### config.mk
export PLATFORM = sky130hd
export DESIGN_NAME = axil_fifo_bridge
export DESIGN_NICKNAME = d
export VERILOG_FILES = /design/src/axil_fifo_pkg.sv /design/src/axil_fifo_bridge.sv /design/src/axil_read_mux.sv /design/src/axil_write_decoder.sv /design/src/fifo_slot.sv /design/src/sync_fifo.sv
export SDC_FILE = /design/constraint.sdc
export NUM_CORES = 1
export LEC_CHECK = 0
export BUFFER_PORTS_ARGS = -buffer_cell sky130_fd_sc_hd__buf_2
export CELL_PAD_IN_SITES_DETAIL_PLACEMENT = 0
export CELL_PAD_IN_SITES_GLOBAL_PLACEMENT = 1
export CORE_UTILIZATION = 35
export CTS_CLUSTER_DIAMETER = 200
export DETAILED_ROUTE_END_ITERATION = 10
export PLACE_DENSITY = 0.63
export SYNTH_ARGS = -nofsm -noshare
export SYNTH_HDL_FRONTEND = slang
export SYNTH_SLANG_ARGS = --single-unit
### constraint.sdc
create_clock -name clk_i -period 6.42 [get_ports clk_i]
set_input_delay 0.321 -clock clk_i [delete_from_list [all_inputs] [get_ports clk_i]]
set_output_delay 0.321 -clock clk_i [all_outputs]
set_load 0.05 [all_outputs]
### src/axil_fifo_pkg.sv
/*
 * axil fifo bridge package
 * sizes, register offsets, response codes and the packed structs
 * shared between the AXI-Lite decode logic and the slot array
 */
package axil_fifo_pkg;

  // ----------------------------------------------------------
  // sizes
  // ----------------------------------------------------------
  localparam int NUM_SLOTS  = 2;
  localparam int DATA_W     = 32;
  localparam int ADDR_W     = 32;
  localparam int FIFO_DEPTH = 8;
  localparam int CNT_W      = $clog2(FIFO_DEPTH + 1);
  localparam int PTR_W      = $clog2(FIFO_DEPTH);
  localparam int SLOT_SHIFT = 8;
  localparam int SLOT_IDX_W = 8;
  localparam int UPPER_W    = ADDR_W - SLOT_IDX_W - SLOT_SHIFT;
  localparam int RLR_WORDS  = 4;
  localparam int ISR_TC_BIT = 27;

  localparam logic [1:0] RESP_OKAY   = 2'b00;
  localparam logic [1:0] RESP_DECERR = 2'b11;

  // per-slot register window offsets
  localparam logic [SLOT_SHIFT-1:0] OFS_ISR  = 8'h00;
  localparam logic [SLOT_SHIFT-1:0] OFS_TDFV = 8'h0C;
  localparam logic [SLOT_SHIFT-1:0] OFS_TDFD = 8'h10;
  localparam logic [SLOT_SHIFT-1:0] OFS_RDFO = 8'h1C;
  localparam logic [SLOT_SHIFT-1:0] OFS_RDFD = 8'h20;
  localparam logic [SLOT_SHIFT-1:0] OFS_RLR  = 8'h24;

  // ----------------------------------------------------------
  // bus and internal structs
  // ----------------------------------------------------------
  typedef struct packed {
    logic [ADDR_W-1:0]   awaddr;
    logic                awvalid;
    logic [DATA_W-1:0]   wdata;
    logic [DATA_W/8-1:0] wstrb;
    logic                wvalid;
    logic                bready;
    logic [ADDR_W-1:0]   araddr;
    logic                arvalid;
    logic                rready;
  } axil_req_t;

  typedef struct packed {
    logic              awready;
    logic              wready;
    logic [1:0]        bresp;
    logic              bvalid;
    logic              arready;
    logic [DATA_W-1:0] rdata;
    logic [1:0]        rresp;
    logic              rvalid;
  } axil_rsp_t;

  // address as seen by the slot decode
  typedef struct packed {
    logic [UPPER_W-1:0]    upper;
    logic [SLOT_IDX_W-1:0] slot;
    logic [SLOT_SHIFT-1:0] offset;
  } reg_addr_t;

  typedef struct packed {
    logic              push;
    logic              tc_clear;
    logic [DATA_W-1:0] data;
  } slot_wr_t;

  typedef struct packed {
    logic              tc;
    logic [CNT_W-1:0]  tx_vacancy;
    logic [CNT_W-1:0]  rx_count;
    logic              rx_valid;
    logic [DATA_W-1:0] rx_head;
  } slot_status_t;

endpackage

### src/axil_fifo_bridge.sv
/*
 * AXI-Lite to FIFO bridge, top level
 * host writes fill per-slot tx FIFOs that drain onto streams, and
 * per-slot rx FIFOs fill from streams for host readback
 */
module axil_fifo_bridge
  import axil_fifo_pkg::*;
(
  input  logic                             clk_i,
  input  logic                             reset_i,
  input  axil_req_t                        axil_req_i,
  output axil_rsp_t                        axil_rsp_o,
  output logic [NUM_SLOTS-1:0]             tx_valid_o,
  output logic [NUM_SLOTS-1:0][DATA_W-1:0] tx_data_o,
  input  logic [NUM_SLOTS-1:0]             tx_ready_i,
  input  logic [NUM_SLOTS-1:0]             rx_valid_i,
  input  logic [NUM_SLOTS-1:0][DATA_W-1:0] rx_data_i,
  output logic [NUM_SLOTS-1:0]             rx_ready_o
);

  slot_wr_t     [NUM_SLOTS-1:0] slot_wr;
  slot_status_t [NUM_SLOTS-1:0] slot_status;
  logic         [NUM_SLOTS-1:0] rx_pop;
  logic                         awready;
  logic                         wready;
  logic [1:0]                   bresp;
  logic                         bvalid;
  logic                         arready;
  logic [DATA_W-1:0]            rdata;
  logic [1:0]                   rresp;
  logic                         rvalid;

  axil_write_decoder u_axil_write_decoder (
    .clk_i     (clk_i),
    .reset_i   (reset_i),
    .req_i     (axil_req_i),
    .awready_o (awready),
    .wready_o  (wready),
    .bresp_o   (bresp),
    .bvalid_o  (bvalid),
    .slot_wr_o (slot_wr)
  );

  for (genvar g = 0; g < NUM_SLOTS; g++) begin : g_slot
    fifo_slot u_fifo_slot (
      .clk_i      (clk_i),
      .reset_i    (reset_i),
      .wr_i       (slot_wr[g]),
      .rx_pop_i   (rx_pop[g]),
      .tx_valid_o (tx_valid_o[g]),
      .tx_data_o  (tx_data_o[g]),
      .tx_ready_i (tx_ready_i[g]),
      .rx_valid_i (rx_valid_i[g]),
      .rx_data_i  (rx_data_i[g]),
      .rx_ready_o (rx_ready_o[g]),
      .status_o   (slot_status[g])
    );
  end

  axil_read_mux u_axil_read_mux (
    .clk_i     (clk_i),
    .reset_i   (reset_i),
    .req_i     (axil_req_i),
    .arready_o (arready),
    .rdata_o   (rdata),
    .rresp_o   (rresp),
    .rvalid_o  (rvalid),
    .status_i  (slot_status),
    .rx_pop_o  (rx_pop)
  );

  // slave side of the bus
  always_comb begin
    axil_rsp_o.awready = awready;
    axil_rsp_o.wready  = wready;
    axil_rsp_o.bresp   = bresp;
    axil_rsp_o.bvalid  = bvalid;
    axil_rsp_o.arready = arready;
    axil_rsp_o.rdata   = rdata;
    axil_rsp_o.rresp   = rresp;
    axil_rsp_o.rvalid  = rvalid;
  end

endmodule

### src/axil_read_mux.sv
/*
 * AXI-Lite read mux
 * decodes the read address, formats the chosen slot register and
 * registers it as the read response; RDFD reads pop the rx FIFO
 */
module axil_read_mux
  import axil_fifo_pkg::*;
(
  input  logic                         clk_i,
  input  logic                         reset_i,
  input  axil_req_t                    req_i,
  output logic                         arready_o,
  output logic [DATA_W-1:0]            rdata_o,
  output logic [1:0]                   rresp_o,
  output logic                         rvalid_o,
  input  slot_status_t [NUM_SLOTS-1:0] status_i,
  output logic [NUM_SLOTS-1:0]         rx_pop_o
);

  reg_addr_t         rd_addr;
  slot_status_t      sel;
  logic              ar_take;
  logic              slot_ok;
  logic              is_rdfd;
  logic [DATA_W-1:0] rd_data;
  logic [1:0]        rd_resp;
  logic              rvalid_q;
  logic [DATA_W-1:0] rdata_q;
  logic [1:0]        rresp_q;

  assign arready_o = !rvalid_q;
  assign ar_take   = req_i.arvalid && arready_o;

  assign rd_addr = reg_addr_t'(req_i.araddr);
  assign slot_ok = (rd_addr.upper == '0) &&
                   (rd_addr.slot < SLOT_IDX_W'(NUM_SLOTS));
  assign is_rdfd = (rd_addr.offset == OFS_RDFD);

  // ----------------------------------------------------------
  // register formatting
  // ----------------------------------------------------------
  always_comb begin
    sel = '0;
    for (int i = 0; i < NUM_SLOTS; i++) begin
      if (rd_addr.slot == SLOT_IDX_W'(i)) sel = status_i[i];
    end

    rd_data = '0;
    rd_resp = RESP_OKAY;
    if (!slot_ok) begin
      rd_resp = RESP_DECERR;
    end else begin
      case (rd_addr.offset)
        OFS_ISR:  rd_data[ISR_TC_BIT] = sel.tc;
        OFS_TDFV: rd_data = DATA_W'(sel.tx_vacancy);
        // occupancy in whole groups of four
        OFS_RDFO: rd_data = DATA_W'({sel.rx_count[CNT_W-1:2], 2'b00});
        OFS_RLR: begin
          if (sel.rx_count >= CNT_W'(RLR_WORDS)) begin
            rd_data = DATA_W'(RLR_WORDS * (DATA_W / 8));
          end
        end
        // empty FIFO reads as zero
        OFS_RDFD: rd_data = sel.rx_valid ? sel.rx_head : '0;
        default:  rd_resp = RESP_DECERR;
      endcase
    end
  end

  // pop only the addressed slot, and only when it holds a word
  always_comb begin
    for (int i = 0; i < NUM_SLOTS; i++) begin
      rx_pop_o[i] = ar_take && slot_ok && is_rdfd &&
                    (rd_addr.slot == SLOT_IDX_W'(i)) && status_i[i].rx_valid;
    end
  end

  // ----------------------------------------------------------
  // read response
  // ----------------------------------------------------------
  always_ff @(posedge clk_i) begin
    if (reset_i) begin
      rvalid_q <= 1'b0;
    end else if (ar_take) begin
      rvalid_q <= 1'b1;
    end else if (req_i.rready) begin
      rvalid_q <= 1'b0;
    end
  end

  always_ff @(posedge clk_i) begin
    if (ar_take) begin
      rdata_q <= rd_data;
      rresp_q <= rd_resp;
    end
  end

  assign rvalid_o = rvalid_q;
  assign rdata_o  = rdata_q;
  assign rresp_o  = rresp_q;

  // the slot must hold a word whenever it is popped
  for (genvar g = 0; g < NUM_SLOTS; g++) begin : g_pop_chk
    a_pop_valid: assert property (@(posedge clk_i) disable iff (reset_i)
      rx_pop_o[g] |-> status_i[g].rx_valid);
  end

endmodule

### src/axil_write_decoder.sv
/*
 * AXI-Lite write decoder
 * joins the aw and w channels, decodes the slot window and issues
 * one-cycle push / tc_clear strobes, then returns the write response
 */
module axil_write_decoder
  import axil_fifo_pkg::*;
(
  input  logic                     clk_i,
  input  logic                     reset_i,
  input  axil_req_t                req_i,
  output logic                     awready_o,
  output logic                     wready_o,
  output logic [1:0]               bresp_o,
  output logic                     bvalid_o,
  output slot_wr_t [NUM_SLOTS-1:0] slot_wr_o
);

  reg_addr_t              wr_addr;
  logic                   aw_take;
  logic                   slot_ok;
  logic                   is_tdfd;
  logic                   is_isr;
  logic                   addr_ok;
  logic [NUM_SLOTS-1:0]   slot_hit;
  logic                   bvalid_q;
  logic [1:0]             bresp_q;

  // ----------------------------------------------------------
  // handshake and decode
  // ----------------------------------------------------------

  // both channels must be present, and no response may be waiting
  assign aw_take   = req_i.awvalid && req_i.wvalid && !bvalid_q;
  assign awready_o = aw_take;
  assign wready_o  = aw_take;

  assign wr_addr = reg_addr_t'(req_i.awaddr);
  assign slot_ok = (wr_addr.upper == '0) &&
                   (wr_addr.slot < SLOT_IDX_W'(NUM_SLOTS));
  assign is_tdfd = (wr_addr.offset == OFS_TDFD);
  assign is_isr  = (wr_addr.offset == OFS_ISR);
  // only TDFD and ISR are writable
  assign addr_ok = slot_ok && (is_tdfd || is_isr);

  always_comb begin
    for (int i = 0; i < NUM_SLOTS; i++) begin
      slot_hit[i]           = aw_take && addr_ok && (wr_addr.slot == SLOT_IDX_W'(i));
      slot_wr_o[i].push     = slot_hit[i] && is_tdfd;
      slot_wr_o[i].tc_clear = slot_hit[i] && is_isr;
      slot_wr_o[i].data     = req_i.wdata;
    end
  end

  // ----------------------------------------------------------
  // write response
  // ----------------------------------------------------------
  always_ff @(posedge clk_i) begin
    if (reset_i) begin
      bvalid_q <= 1'b0;
    end else if (aw_take) begin
      bvalid_q <= 1'b1;
    end else if (req_i.bready) begin
      bvalid_q <= 1'b0;
    end
  end

  always_ff @(posedge clk_i) begin
    if (aw_take) begin
      bresp_q <= addr_ok ? RESP_OKAY : RESP_DECERR;
    end
  end

  assign bvalid_o = bvalid_q;
  assign bresp_o  = bresp_q;

  // a single write never reaches two slots
  a_one_slot: assert property (@(posedge clk_i) disable iff (reset_i)
    $onehot0(slot_hit));

endmodule

### src/fifo_slot.sv
/*
 * fifo slot
 * one transmit and one receive FIFO behind a slot window; keeps the
 * transmit-complete flag and reports raw counts for register readback
 */
module fifo_slot
  import axil_fifo_pkg::*;
(
  input  logic              clk_i,
  input  logic              reset_i,
  input  slot_wr_t          wr_i,
  input  logic              rx_pop_i,
  output logic              tx_valid_o,
  output logic [DATA_W-1:0] tx_data_o,
  input  logic              tx_ready_i,
  input  logic              rx_valid_i,
  input  logic [DATA_W-1:0] rx_data_i,
  output logic              rx_ready_o,
  output slot_status_t      status_o
);

  logic [CNT_W-1:0]  tx_count;
  logic [CNT_W-1:0]  rx_count;
  logic              rx_head_valid;
  logic [DATA_W-1:0] rx_head;
  logic              rx_push;
  logic              tx_deq;
  logic              tx_last;
  logic              tc_q;

  // ----------------------------------------------------------
  // transmit side
  // ----------------------------------------------------------

  // writes to a full FIFO fall away inside sync_fifo
  sync_fifo tx_fifo (
    .clk_i       (clk_i),
    .reset_i     (reset_i),
    .in_valid_i  (wr_i.push),
    .in_data_i   (wr_i.data),
    .in_ready_o  (),
    .out_valid_o (tx_valid_o),
    .out_data_o  (tx_data_o),
    .out_ready_i (tx_ready_i),
    .count_o     (tx_count)
  );

  assign tx_deq = tx_valid_o && tx_ready_i;
  // last word leaves and nothing new arrives behind it
  assign tx_last = tx_deq && (tx_count == CNT_W'(1)) && !wr_i.push;

  // transmit complete, host clear beats a same-cycle set
  always_ff @(posedge clk_i) begin
    if (reset_i) begin
      tc_q <= 1'b0;
    end else if (wr_i.tc_clear) begin
      tc_q <= 1'b0;
    end else if (tx_last) begin
      tc_q <= 1'b1;
    end
  end

  // ----------------------------------------------------------
  // receive side
  // ----------------------------------------------------------

  // ready only on free space, never on a pending pop
  assign rx_ready_o = (rx_count != CNT_W'(FIFO_DEPTH));
  assign rx_push    = rx_valid_i && rx_ready_o;

  sync_fifo rx_fifo (
    .clk_i       (clk_i),
    .reset_i     (reset_i),
    .in_valid_i  (rx_push),
    .in_data_i   (rx_data_i),
    .in_ready_o  (),
    .out_valid_o (rx_head_valid),
    .out_data_o  (rx_head),
    .out_ready_i (rx_pop_i),
    .count_o     (rx_count)
  );

  // ----------------------------------------------------------
  // status toward the read mux
  // ----------------------------------------------------------
  always_comb begin
    status_o.tc         = tc_q;
    status_o.tx_vacancy = CNT_W'(FIFO_DEPTH) - tx_count;
    status_o.rx_count   = rx_count;
    status_o.rx_valid   = rx_head_valid;
    status_o.rx_head    = rx_head;
  end

endmodule

### src/sync_fifo.sv
/*
 * sync fifo
 * circular buffer with valid/ready on both sides and an
 * occupancy count; a push and a pop in one cycle are taken
 * together even when the buffer is full
 */
module sync_fifo
  import axil_fifo_pkg::*;
(
  input  logic              clk_i,
  input  logic              reset_i,
  input  logic              in_valid_i,
  input  logic [DATA_W-1:0] in_data_i,
  output logic              in_ready_o,
  output logic              out_valid_o,
  output logic [DATA_W-1:0] out_data_o,
  input  logic              out_ready_i,
  output logic [CNT_W-1:0]  count_o
);

  logic [DATA_W-1:0] mem [FIFO_DEPTH];
  logic [PTR_W-1:0]  wr_ptr_q;
  logic [PTR_W-1:0]  rd_ptr_q;
  logic [CNT_W-1:0]  count_q;
  logic              push;
  logic              pop;

  assign out_valid_o = (count_q != '0);
  assign out_data_o  = mem[rd_ptr_q];
  // full is still writable when the head leaves this cycle
  assign in_ready_o  = (count_q != CNT_W'(FIFO_DEPTH)) || out_ready_i;
  assign count_o     = count_q;

  assign push = in_valid_i && in_ready_o;
  assign pop  = out_valid_o && out_ready_i;

  always_ff @(posedge clk_i) begin
    if (push) begin
      mem[wr_ptr_q] <= in_data_i;
    end
  end

  // pointers wrap on their own since the depth is a power of two
  always_ff @(posedge clk_i) begin
    if (reset_i) begin
      wr_ptr_q <= '0;
      rd_ptr_q <= '0;
      count_q  <= '0;
    end else begin
      if (push) wr_ptr_q <= wr_ptr_q + 1'b1;
      if (pop) rd_ptr_q <= rd_ptr_q + 1'b1;
      if (push && !pop) begin
        count_q <= count_q + 1'b1;
      end else if (pop && !push) begin
        count_q <= count_q - 1'b1;
      end
    end
  end

  a_count_bound: assert property (@(posedge clk_i) disable iff (reset_i)
    count_q <= CNT_W'(FIFO_DEPTH));

endmodule

==> results of run 1 <==
## how the worst max path moves through the flow
stage / start / end / slack (ns) / cells after the start
floorplan: axil_req_i[85] / g_slot[1].u_fifo_slot.tx_fifo.mem[6][0]$_DFFE_PP_ / 1.61 / 4
global placement: axil_req_i[100] / g_slot[0].u_fifo_slot.tx_fifo.mem[7][4]$_DFFE_PP_ / 2.75 / 7
detailed placement: axil_req_i[31] / g_slot[0].u_fifo_slot.rx_fifo.count_o[3]$_SDFFE_PP0P_ / 2.71 / 13
CTS: flip-flop / tx_data_o[19] / 2.56 / 4
global route: flip-flop / tx_data_o[61] / 2.45 / 4
finish: flip-flop / tx_data_o[56] / 2.74 / 4
## worst max-delay path, cell delays in order (launching register included)
cell and delay (ns):
dfxtp_4 0.74, buf_4 0.72, mux4_2 0.59, mux2_2 0.32, buf_2 0.23
## cell families (layout without fill, tap and decap cells)
group	Yosys count	in the layout
other	0	6
AOI/OAI and AO/OA	111	111
muxes	362	362
buffers and inverters	125	675
xor gates and xnor gates	28	28
DFF	1114	1114
adders and majority gates	24	24
and+or+nand+nor	221	221
## metal layers
| layer | vias up | GRT usage |
|---|---|---|
| li1 | 9170 | - |
| met1 | 11008 | 0.199 |
| met2 | 530 | 0.279 |
| met3 | 170 | 0.0363 |
| met4 | 10 | 0.0570 |
| met5 | - | 0 |
## cell usage in the layout (no fill, tap or decap), types with 8 or more instances in the layout
cell           instances
buf_4                 58
nor2_4                12
mux4_2               255
inv_1                 16
buf_2                279
a211oi_1              57
o21ai_0               10
nand2_1               27
nor4_1                13
bufinv_16             11
edfxtp_1            1058
dlygate4sd3_1        104
clkinv_1              24
nor2_1                45
xnor2_1               14
clkbuf_1              21
a21oi_1               21
nand2b_1              16
clkinv_2              25
nor2b_1               33
nor3_2                10
dfxtp_1               44
nand3_1                8
clkbuf_16            114
mux2i_1               42
xor2_1                14
ha_1                  22
mux2_2                65
## registers in the layout (all words and copies together) (netlist names), 2 cells and up, named ones only
register,cells
g_slot.u_fifo_slot.tx_fifo.mem,512
g_slot.u_fifo_slot.rx_fifo.wr_ptr_q,6
g_slot.u_fifo_slot.tx_fifo.count_o,8
g_slot.u_fifo_slot.tx_fifo.wr_ptr_q,6
g_slot.u_fifo_slot.tc_q,2
g_slot.u_fifo_slot.rx_fifo.mem,512
u_axil_read_mux.rdata_o,32
g_slot.u_fifo_slot.rx_fifo.count_o,8
g_slot.u_fifo_slot.tx_fifo.rd_ptr_q,6
g_slot.u_fifo_slot.rx_fifo.rd_ptr_q,6
## final cells by class
type | instances | area [µm²] | share of cell area
Clock buffer | 142 | 3030 | 0.0590
Inverter | 16 | 60.1 | 0.00117
Timing Repair Buffer | 441 | 2870 | 0.0560
Clock inverter | 76 | 759 | 0.0148
Multi-Input combinational cell | 746 | 9650 | 0.188
Sequential cell | 1114 | 32900 | 0.641
Antenna cell | 6 | 15.0 | 0.000292
Tap cell | 1625 | 2030 | 0.0396
## stage by stage
| stage | worst slack [ns] | cell area [µm²] | util |
|---|---|---|---|
| after global placement | 2.75 | 46500 | 0.382 |
| after global routing | 2.45 | 51300 | 0.422 |
| final | 2.74 | 51300 | 0.422 |
| after detailed placement | 2.71 | 46500 | 0.382 |
| after CTS | 2.56 | 51300 | 0.422 |
| after floorplan | 1.61 | 42900 | - |
## power breakdown
group / internal (W) / switching [W] / leakage, nW
clock network: 0.00380 / 0.00279 / 1.84
logic: 0.000380 / 0.000629 / 4.35
registers: 0.00813 / 0.0000907 / 10.0
==> flow_metrics.env, run 1 <==
export IMPL_synth_xor_area_frac=0.00571
export IMPL_synthCells=1985
export IMPL_drive_gt1_frac=0.349
export IMPL_wl_per_cell_um=24.0
export IMPL_grt_max_degree=65
export IMPL_die_area_um2=124000
export IMPL_seq_area_frac_synth=0.766
export IMPL_top_layer_used="met5"
export IMPL_io_buffer_count=279
export IMPL_r2r_end="g_slot[0].u_fifo_slot.tx_fifo.mem[5][9]$_DFFE_PP_"
export IMPL_cts_max_level=3
export IMPL_clock_latency_ns=0.72
export IMPL_via_per_inst=5.01
export IMPL_synthAdderAreaFrac=0.00735
export IMPL_worst_setup_path_type="flip-flop to output port"
export IMPL_cts_made_buffers=114
export IMPL_outcome="finished, final reports clean"
export IMPL_maxSlewHeadroom=0.315
export IMPL_synth_edf_count=1058
export IMPL_worst_pin_slew_ns=1.03
export IMPL_holdCritPathClass="input port to flip-flop"
export IMPL_holdPathEnd="u_axil_read_mux.rvalid_o$_SDFFE_PP0P_"
export IMPL_synth_top_area_share=0.740
export IMPL_num_vias=20888
export IMPL_final_cells=4166
export IMPL_antenna_found_initial=14
export IMPL_yosysWarnings=0
export IMPL_dieHeight_um=352
export IMPL_whs_path_depth=3
export IMPL_cts_root_buf="clkbuf_16"
export IMPL_critical_path_arrival_ns=3.36
export IMPL_period_share=0.573
export IMPL_drt_met1_wl_mm=39.7
export IMPL_hp_start="axil_req_i[1]"
export IMPL_cts_sinks=1114
export IMPL_setup_viol=0
export IMPL_hold_violations=0
export IMPL_wl_mm=100
export IMPL_placedCellCount=3838
export IMPL_drcViolationCount=0
export IMPL_avgSynthCellArea_um2=21.6
export IMPL_synth_area_um2=42900
export IMPL_start_util=0.353
export IMPL_synth_fp_nets=2184
export IMPL_grt_pass1_wl_mm=148
export IMPL_finalClockSkew_ns=0.0535
export IMPL_reg2reg_depth=8
export IMPL_pin_count=284
export IMPL_rsz0062_at_grt="no"
export IMPL_dr_pass1_iters=5
export IMPL_yosysMostFrequentCell="edfxtp_1"
export IMPL_async_reset_ff_frac=0
export IMPL_met2_length_mm=50.8
export IMPL_yosys_area_share_simple=0.0291
export IMPL_synthDistinctLibCells=51
export IMPL_finalPower_w=0.0158
export IMPL_drt_iter0_drc=1440
export IMPL_grt_overflow_total=0
export IMPL_maxClockFrequency_mhz=272
export IMPL_core_area_um2=122000
export IMPL_synth_top_family_by_area="multiplexers"
export IMPL_cts_resized_gates=0
export IMPL_holdBufCountCts=104
export IMPL_vdd_drop_max_mv=0.248
export IMPL_worst_path_max_fanout=36
export IMPL_hpwl_mm=58.6
export IMPL_p_per_area_nw_per_um2=308
export IMPL_hold_slack_ns=0.123
export IMPL_tns_ns=0
export IMPL_critPathRequiredTime_ns=6.10
export IMPL_yosys_area_top_type="edfxtp_1"
export IMPL_place_gp_congestion=0.764
export IMPL_synth_area_top_cells="edfxtp_1 (74%), mux4_2 (13%), dfxtp_1 (2.6%), mux2_2 (1.7%), a211oi_1 (1.0%)"
export IMPL_cts_tree="done"
export IMPL_drv_slew=0
export IMPL_synth_ff_type="edfxtp_1"
export IMPL_reg2reg_slack_ns=3.11
export IMPL_cp_start_kind="flip-flop"
export IMPL_synth_mux_area_frac=0.161
export IMPL_path_clk_slew_ns=0.06
export IMPL_postCtsSetupBuffers=0
export IMPL_clockBufferDepth=3
export IMPL_synth_commonest_cells="edfxtp_1 (1,058), mux4_2 (255), mux2_2 (65), a211oi_1 (57), nor2_1 (57)"
export IMPL_synth_compound_area_frac=0.0178
export IMPL_grt_pass1_vias=22268
export IMPL_grt_use_total=0.162
export IMPL_ys_ff_latch=1114
export IMPL_regToRegStartpoint="g_slot[0].u_fifo_slot.tx_fifo.count_o[0]$_SDFFE_PP0P_"
export IMPL_detail_route_antenna_nets=0
export IMPL_cp_end_kind="output port"
export IMPL_cellLeakagePower_nw=16.2
export IMPL_min_period_ns=3.68
export IMPL_nFillCells=10685
export IMPL_area_growth_pct=19.6
export IMPL_max_cap_viol_count=0
export IMPL_num_rows=128
export IMPL_fin_nets=2632
export IMPL_die_w_um=352
export IMPL_dr_wl_met3_mm=6.17
No activity file was read; power rests on OpenSTA's default activity.
==> run 2: changes to the inputs <==
--- a/config.mk
+++ b/config.mk
@@ -5,13 +5,14 @@
 export SDC_FILE = /design/constraint.sdc
 export NUM_CORES = 1
 export LEC_CHECK = 0
+export ABC_AREA = 1
 export BUFFER_PORTS_ARGS = -buffer_cell sky130_fd_sc_hd__buf_2
 export CELL_PAD_IN_SITES_DETAIL_PLACEMENT = 0
 export CELL_PAD_IN_SITES_GLOBAL_PLACEMENT = 1
 export CORE_UTILIZATION = 35
 export CTS_CLUSTER_DIAMETER = 200
 export DETAILED_ROUTE_END_ITERATION = 10
-export PLACE_DENSITY = 0.63
+export PLACE_DENSITY = 0.66
 export SYNTH_ARGS = -nofsm -noshare
 export SYNTH_HDL_FRONTEND = slang
 export SYNTH_SLANG_ARGS = --single-unit
==> constraint.sdc (replaced) <==
create_clock -name clk_i -period 3.7 [get_ports clk_i]
set_input_delay 0.185 -clock clk_i [delete_from_list [all_inputs] [get_ports clk_i]]
set_output_delay 0.185 -clock clk_i [all_outputs]
set_load 0.05 [all_outputs]
==> flow_metrics.env, run 2 <==
export IMPL_tns_ns=0
export IMPL_intPower_w=0.0220
export IMPL_min_period_ns=3.31
export IMPL_grt_use_total=0.176
export IMPL_io_buffer_count=279
export IMPL_drt_met1_wl_mm=48.9
export IMPL_synthDistinctLibCells=44
export IMPL_max_cap_viol_count=0
export IMPL_final_cells=5594
export IMPL_cp_end_kind="output port"
export IMPL_holdPathEnd="u_axil_read_mux.rdata_o[4]$_SDFFCE_PP0P_"
export IMPL_cts_max_level=3
export IMPL_cts_sinks=1114
export IMPL_ys_ff_latch=1114
export IMPL_postCtsSetupBuffers=0
export IMPL_rsz0062_at_grt="no"
export IMPL_yosys_area_top_type="edfxtp_1"
export IMPL_clockBufferDepth=3
export IMPL_dr_wl_met3_mm=6.02
export IMPL_dieHeight_um=357
export IMPL_antenna_found_initial=10
export IMPL_synth_ff_type="edfxtp_1"
export IMPL_area_growth_pct=19.1
export IMPL_met2_length_mm=55.3
export IMPL_via_per_inst=5.01
export IMPL_holdBufCountCts=107
export IMPL_cellLeakagePower_nw=17.7
export IMPL_holdCritPathClass="input port to flip-flop"
export IMPL_yosysWarnings=0
export IMPL_synth_area_um2=44100
export IMPL_grt_pass1_wl_mm=167
export IMPL_hp_start="axil_req_i[4]"
export IMPL_p_comb_frac=0.174
export IMPL_avgSynthCellArea_um2=12.7
export IMPL_outcome="finished, final reports clean"
export IMPL_hpwl_mm=64.2
export IMPL_wl_mm=114
export IMPL_reg2reg_slack_ns=1.11
export IMPL_nFillCells=11496
export IMPL_place_gp_congestion=0.769
export IMPL_die_area_um2=128000
export IMPL_grt_overflow_total=0
export IMPL_synth_top_area_share=0.720
export IMPL_synth_fp_nets=3679
export IMPL_r2r_end="g_slot[1].u_fifo_slot.rx_fifo.count_o[3]$_SDFFE_PP0P_"
export IMPL_start_util=0.355
export IMPL_period_share=0.893
export IMPL_clock_latency_ns=0.73
export IMPL_worst_setup_path_type="flip-flop to output port"
export IMPL_critPathRequiredTime_ns=3.51
export IMPL_grt_max_degree=129
export IMPL_path_clk_slew_ns=0.07
export IMPL_clock_power_share=0.366
export IMPL_worst_path_max_fanout=118
export IMPL_finalClockSkew_ns=0.0287
export IMPL_cts_root_buf="clkbuf_16"
export IMPL_synthCells=3480
export IMPL_cts_resized_gates=0
export IMPL_synth_area_top_cells="edfxtp_1 (72%), nor2_1 (7.2%), o21ai_0 (6.1%), dfxtp_1 (2.5%), nand2_1 (1.4%)"
export IMPL_core_area_um2=124000
export IMPL_drt_iter0_drc=2246
export IMPL_regToRegStartpoint="u_axil_read_mux.rvalid_o$_SDFFE_PP0P_"
export IMPL_fin_util=0.422
export IMPL_cts_tree="done"
export IMPL_fin_nets=4049
export IMPL_yosysMostFrequentCell="edfxtp_1"
export IMPL_num_vias=28047
export IMPL_layout_commonest_cell="edfxtp_1"
export IMPL_seq_area_frac_synth=0.745
export IMPL_num_rows=129
export IMPL_reg2reg_depth=16
export IMPL_top_layer_used="met5"
export IMPL_pin_count=284
export IMPL_p_per_area_nw_per_um2=592
export IMPL_finalPower_w=0.0311
export IMPL_whs_path_depth=5
export IMPL_hold_violations=0
export IMPL_layout_common_cells="edfxtp_1 (1,058), nor2_1 (829), o21ai_0 (540)"
export IMPL_maxSlewHeadroom=0.278
export IMPL_synth_edf_count=1058
export IMPL_drive_gt1_frac=0.152
export IMPL_cp_start_kind="flip-flop"
export IMPL_placedCellCount=5261
export IMPL_detail_route_antenna_nets=0
export IMPL_drcViolationCount=0
export IMPL_switchingPower_w=0.00911
export IMPL_vdd_drop_max_mv=0.428
export IMPL_async_reset_ff_frac=0
export IMPL_worst_pin_slew_ns=1.07
export IMPL_drv_slew=0
export IMPL_wl_per_cell_um=20.4
export IMPL_maxClockFrequency_mhz=303
export IMPL_seq_power_share=0.460
export IMPL_grt_pass1_vias=26435
export IMPL_die_w_um=357
export IMPL_netSwitchingFraction=0.293
export IMPL_cts_made_buffers=117
export IMPL_setup_viol=0
export IMPL_dr_pass1_iters=5
export IMPL_critical_path_arrival_ns=3.12
export IMPL_synth_commonest_cells="edfxtp_1 (1,058), nor2_1 (845), o21ai_0 (540), nand2_1 (165), clkbuf_1 (130)"
[run 2: cell count changes after synthesis, moves of 57 or more]
cell      before  now
a211oi_1      57    0
a31oi_1        0   68
clkbuf_1      50  130
inv_1         16   92
mux2_2        65    0
mux4_2       255    0
nand2_1       27  165
nand3_1        8   93
nor2_1        57  845
o211ai_1       0   60
o21ai_0       10  540
o22ai_1        6   67
[run 2: worst max-delay path by stage]
stage                                                               start                                                     to  slack [ns]
CTS                                                             flip-flop                                           tx_data_o[6]        0.35
global placement                                            axil_req_i[3]  g_slot[1].u_fifo_slot.rx_fifo.count_o[3]$_SDFFE_PP0P_        0.70
floorplan           g_slot[1].u_fifo_slot.tx_fifo.count_o[0]$_SDFFE_PP0P_      g_slot[1].u_fifo_slot.tx_fifo.mem[5][0]$_DFFE_PP_       -0.09
global route                                                    flip-flop                                          tx_data_o[29]        0.19
finish                                                          flip-flop                                           tx_data_o[3]        0.39
detailed placement                                          axil_req_i[3]  g_slot[1].u_fifo_slot.rx_fifo.count_o[3]$_SDFFE_PP0P_        0.71
[run 2: stage by stage]
stage	hold WS, ns	worst slack (ns)	cell area [µm²]
2_1_floorplan	0.284	-0.0863	44200
3_3_place_gp	0.432	0.702	47800
3_5_place_dp	0.432	0.713	47800
4_1_cts	0.0277	0.347	52600
5_1_grt	0.0973	0.187	52600
6_report	0.0724	0.394	52600
[run 2: power groups by stage]
stage          Clock (W)  Combinational (W)  Sequential [W]
4_1_cts           0.0116            0.00547          0.0143
6_report          0.0114            0.00542          0.0143
3_3_place_gp           0            0.00534          0.0146
3_5_place_dp           0            0.00536          0.0146
2_1_floorplan          0            0.00373          0.0145
5_1_grt           0.0121            0.00592          0.0143
[run 2: layer usage]
layer | global-route usage | up-vias
li1 | - | 13428
met1 | 0.225 | 13706
met2 | 0.296 | 712
met3 | 0.0348 | 189
met4 | 0.0614 | 12
met5 | 0 | -
[run 2: worst max-delay path, cell delays in order, from the launching register on]
cell      delay (ns)
dfxtp_4         0.52
clkinv_2        0.24
buf_12          0.39
o21ai_0         0.14
o22ai_1         0.13
nor2_1          0.06
a31oi_1         0.44
buf_2           0.36
[run 2: logic make-up after synthesis]
family,Yosys count,share of synthesized area
AOI/OAI and AO/OA,864,0.112
xor gates and xnor gates,8,0.00159
adders and majority gates,24,0.00714
buffers and inverters,316,0.0304
DFF,1114,0.745
muxes,2,0.000453
and+or+nand+nor,1152,0.104
[run 2: cell type report]
class                   instances  area, µm²  area share
clock inverters                78        697      0.0133
repair buffers                466       3340      0.0636
clock buffers                 144       3030      0.0576
inverters                     101        390     0.00743
well taps                    1637       2050      0.0390
flip-flops and latches       1114      32900       0.626
diodes                          4       10.0    0.000190
multi-input cells            2050      10100       0.193
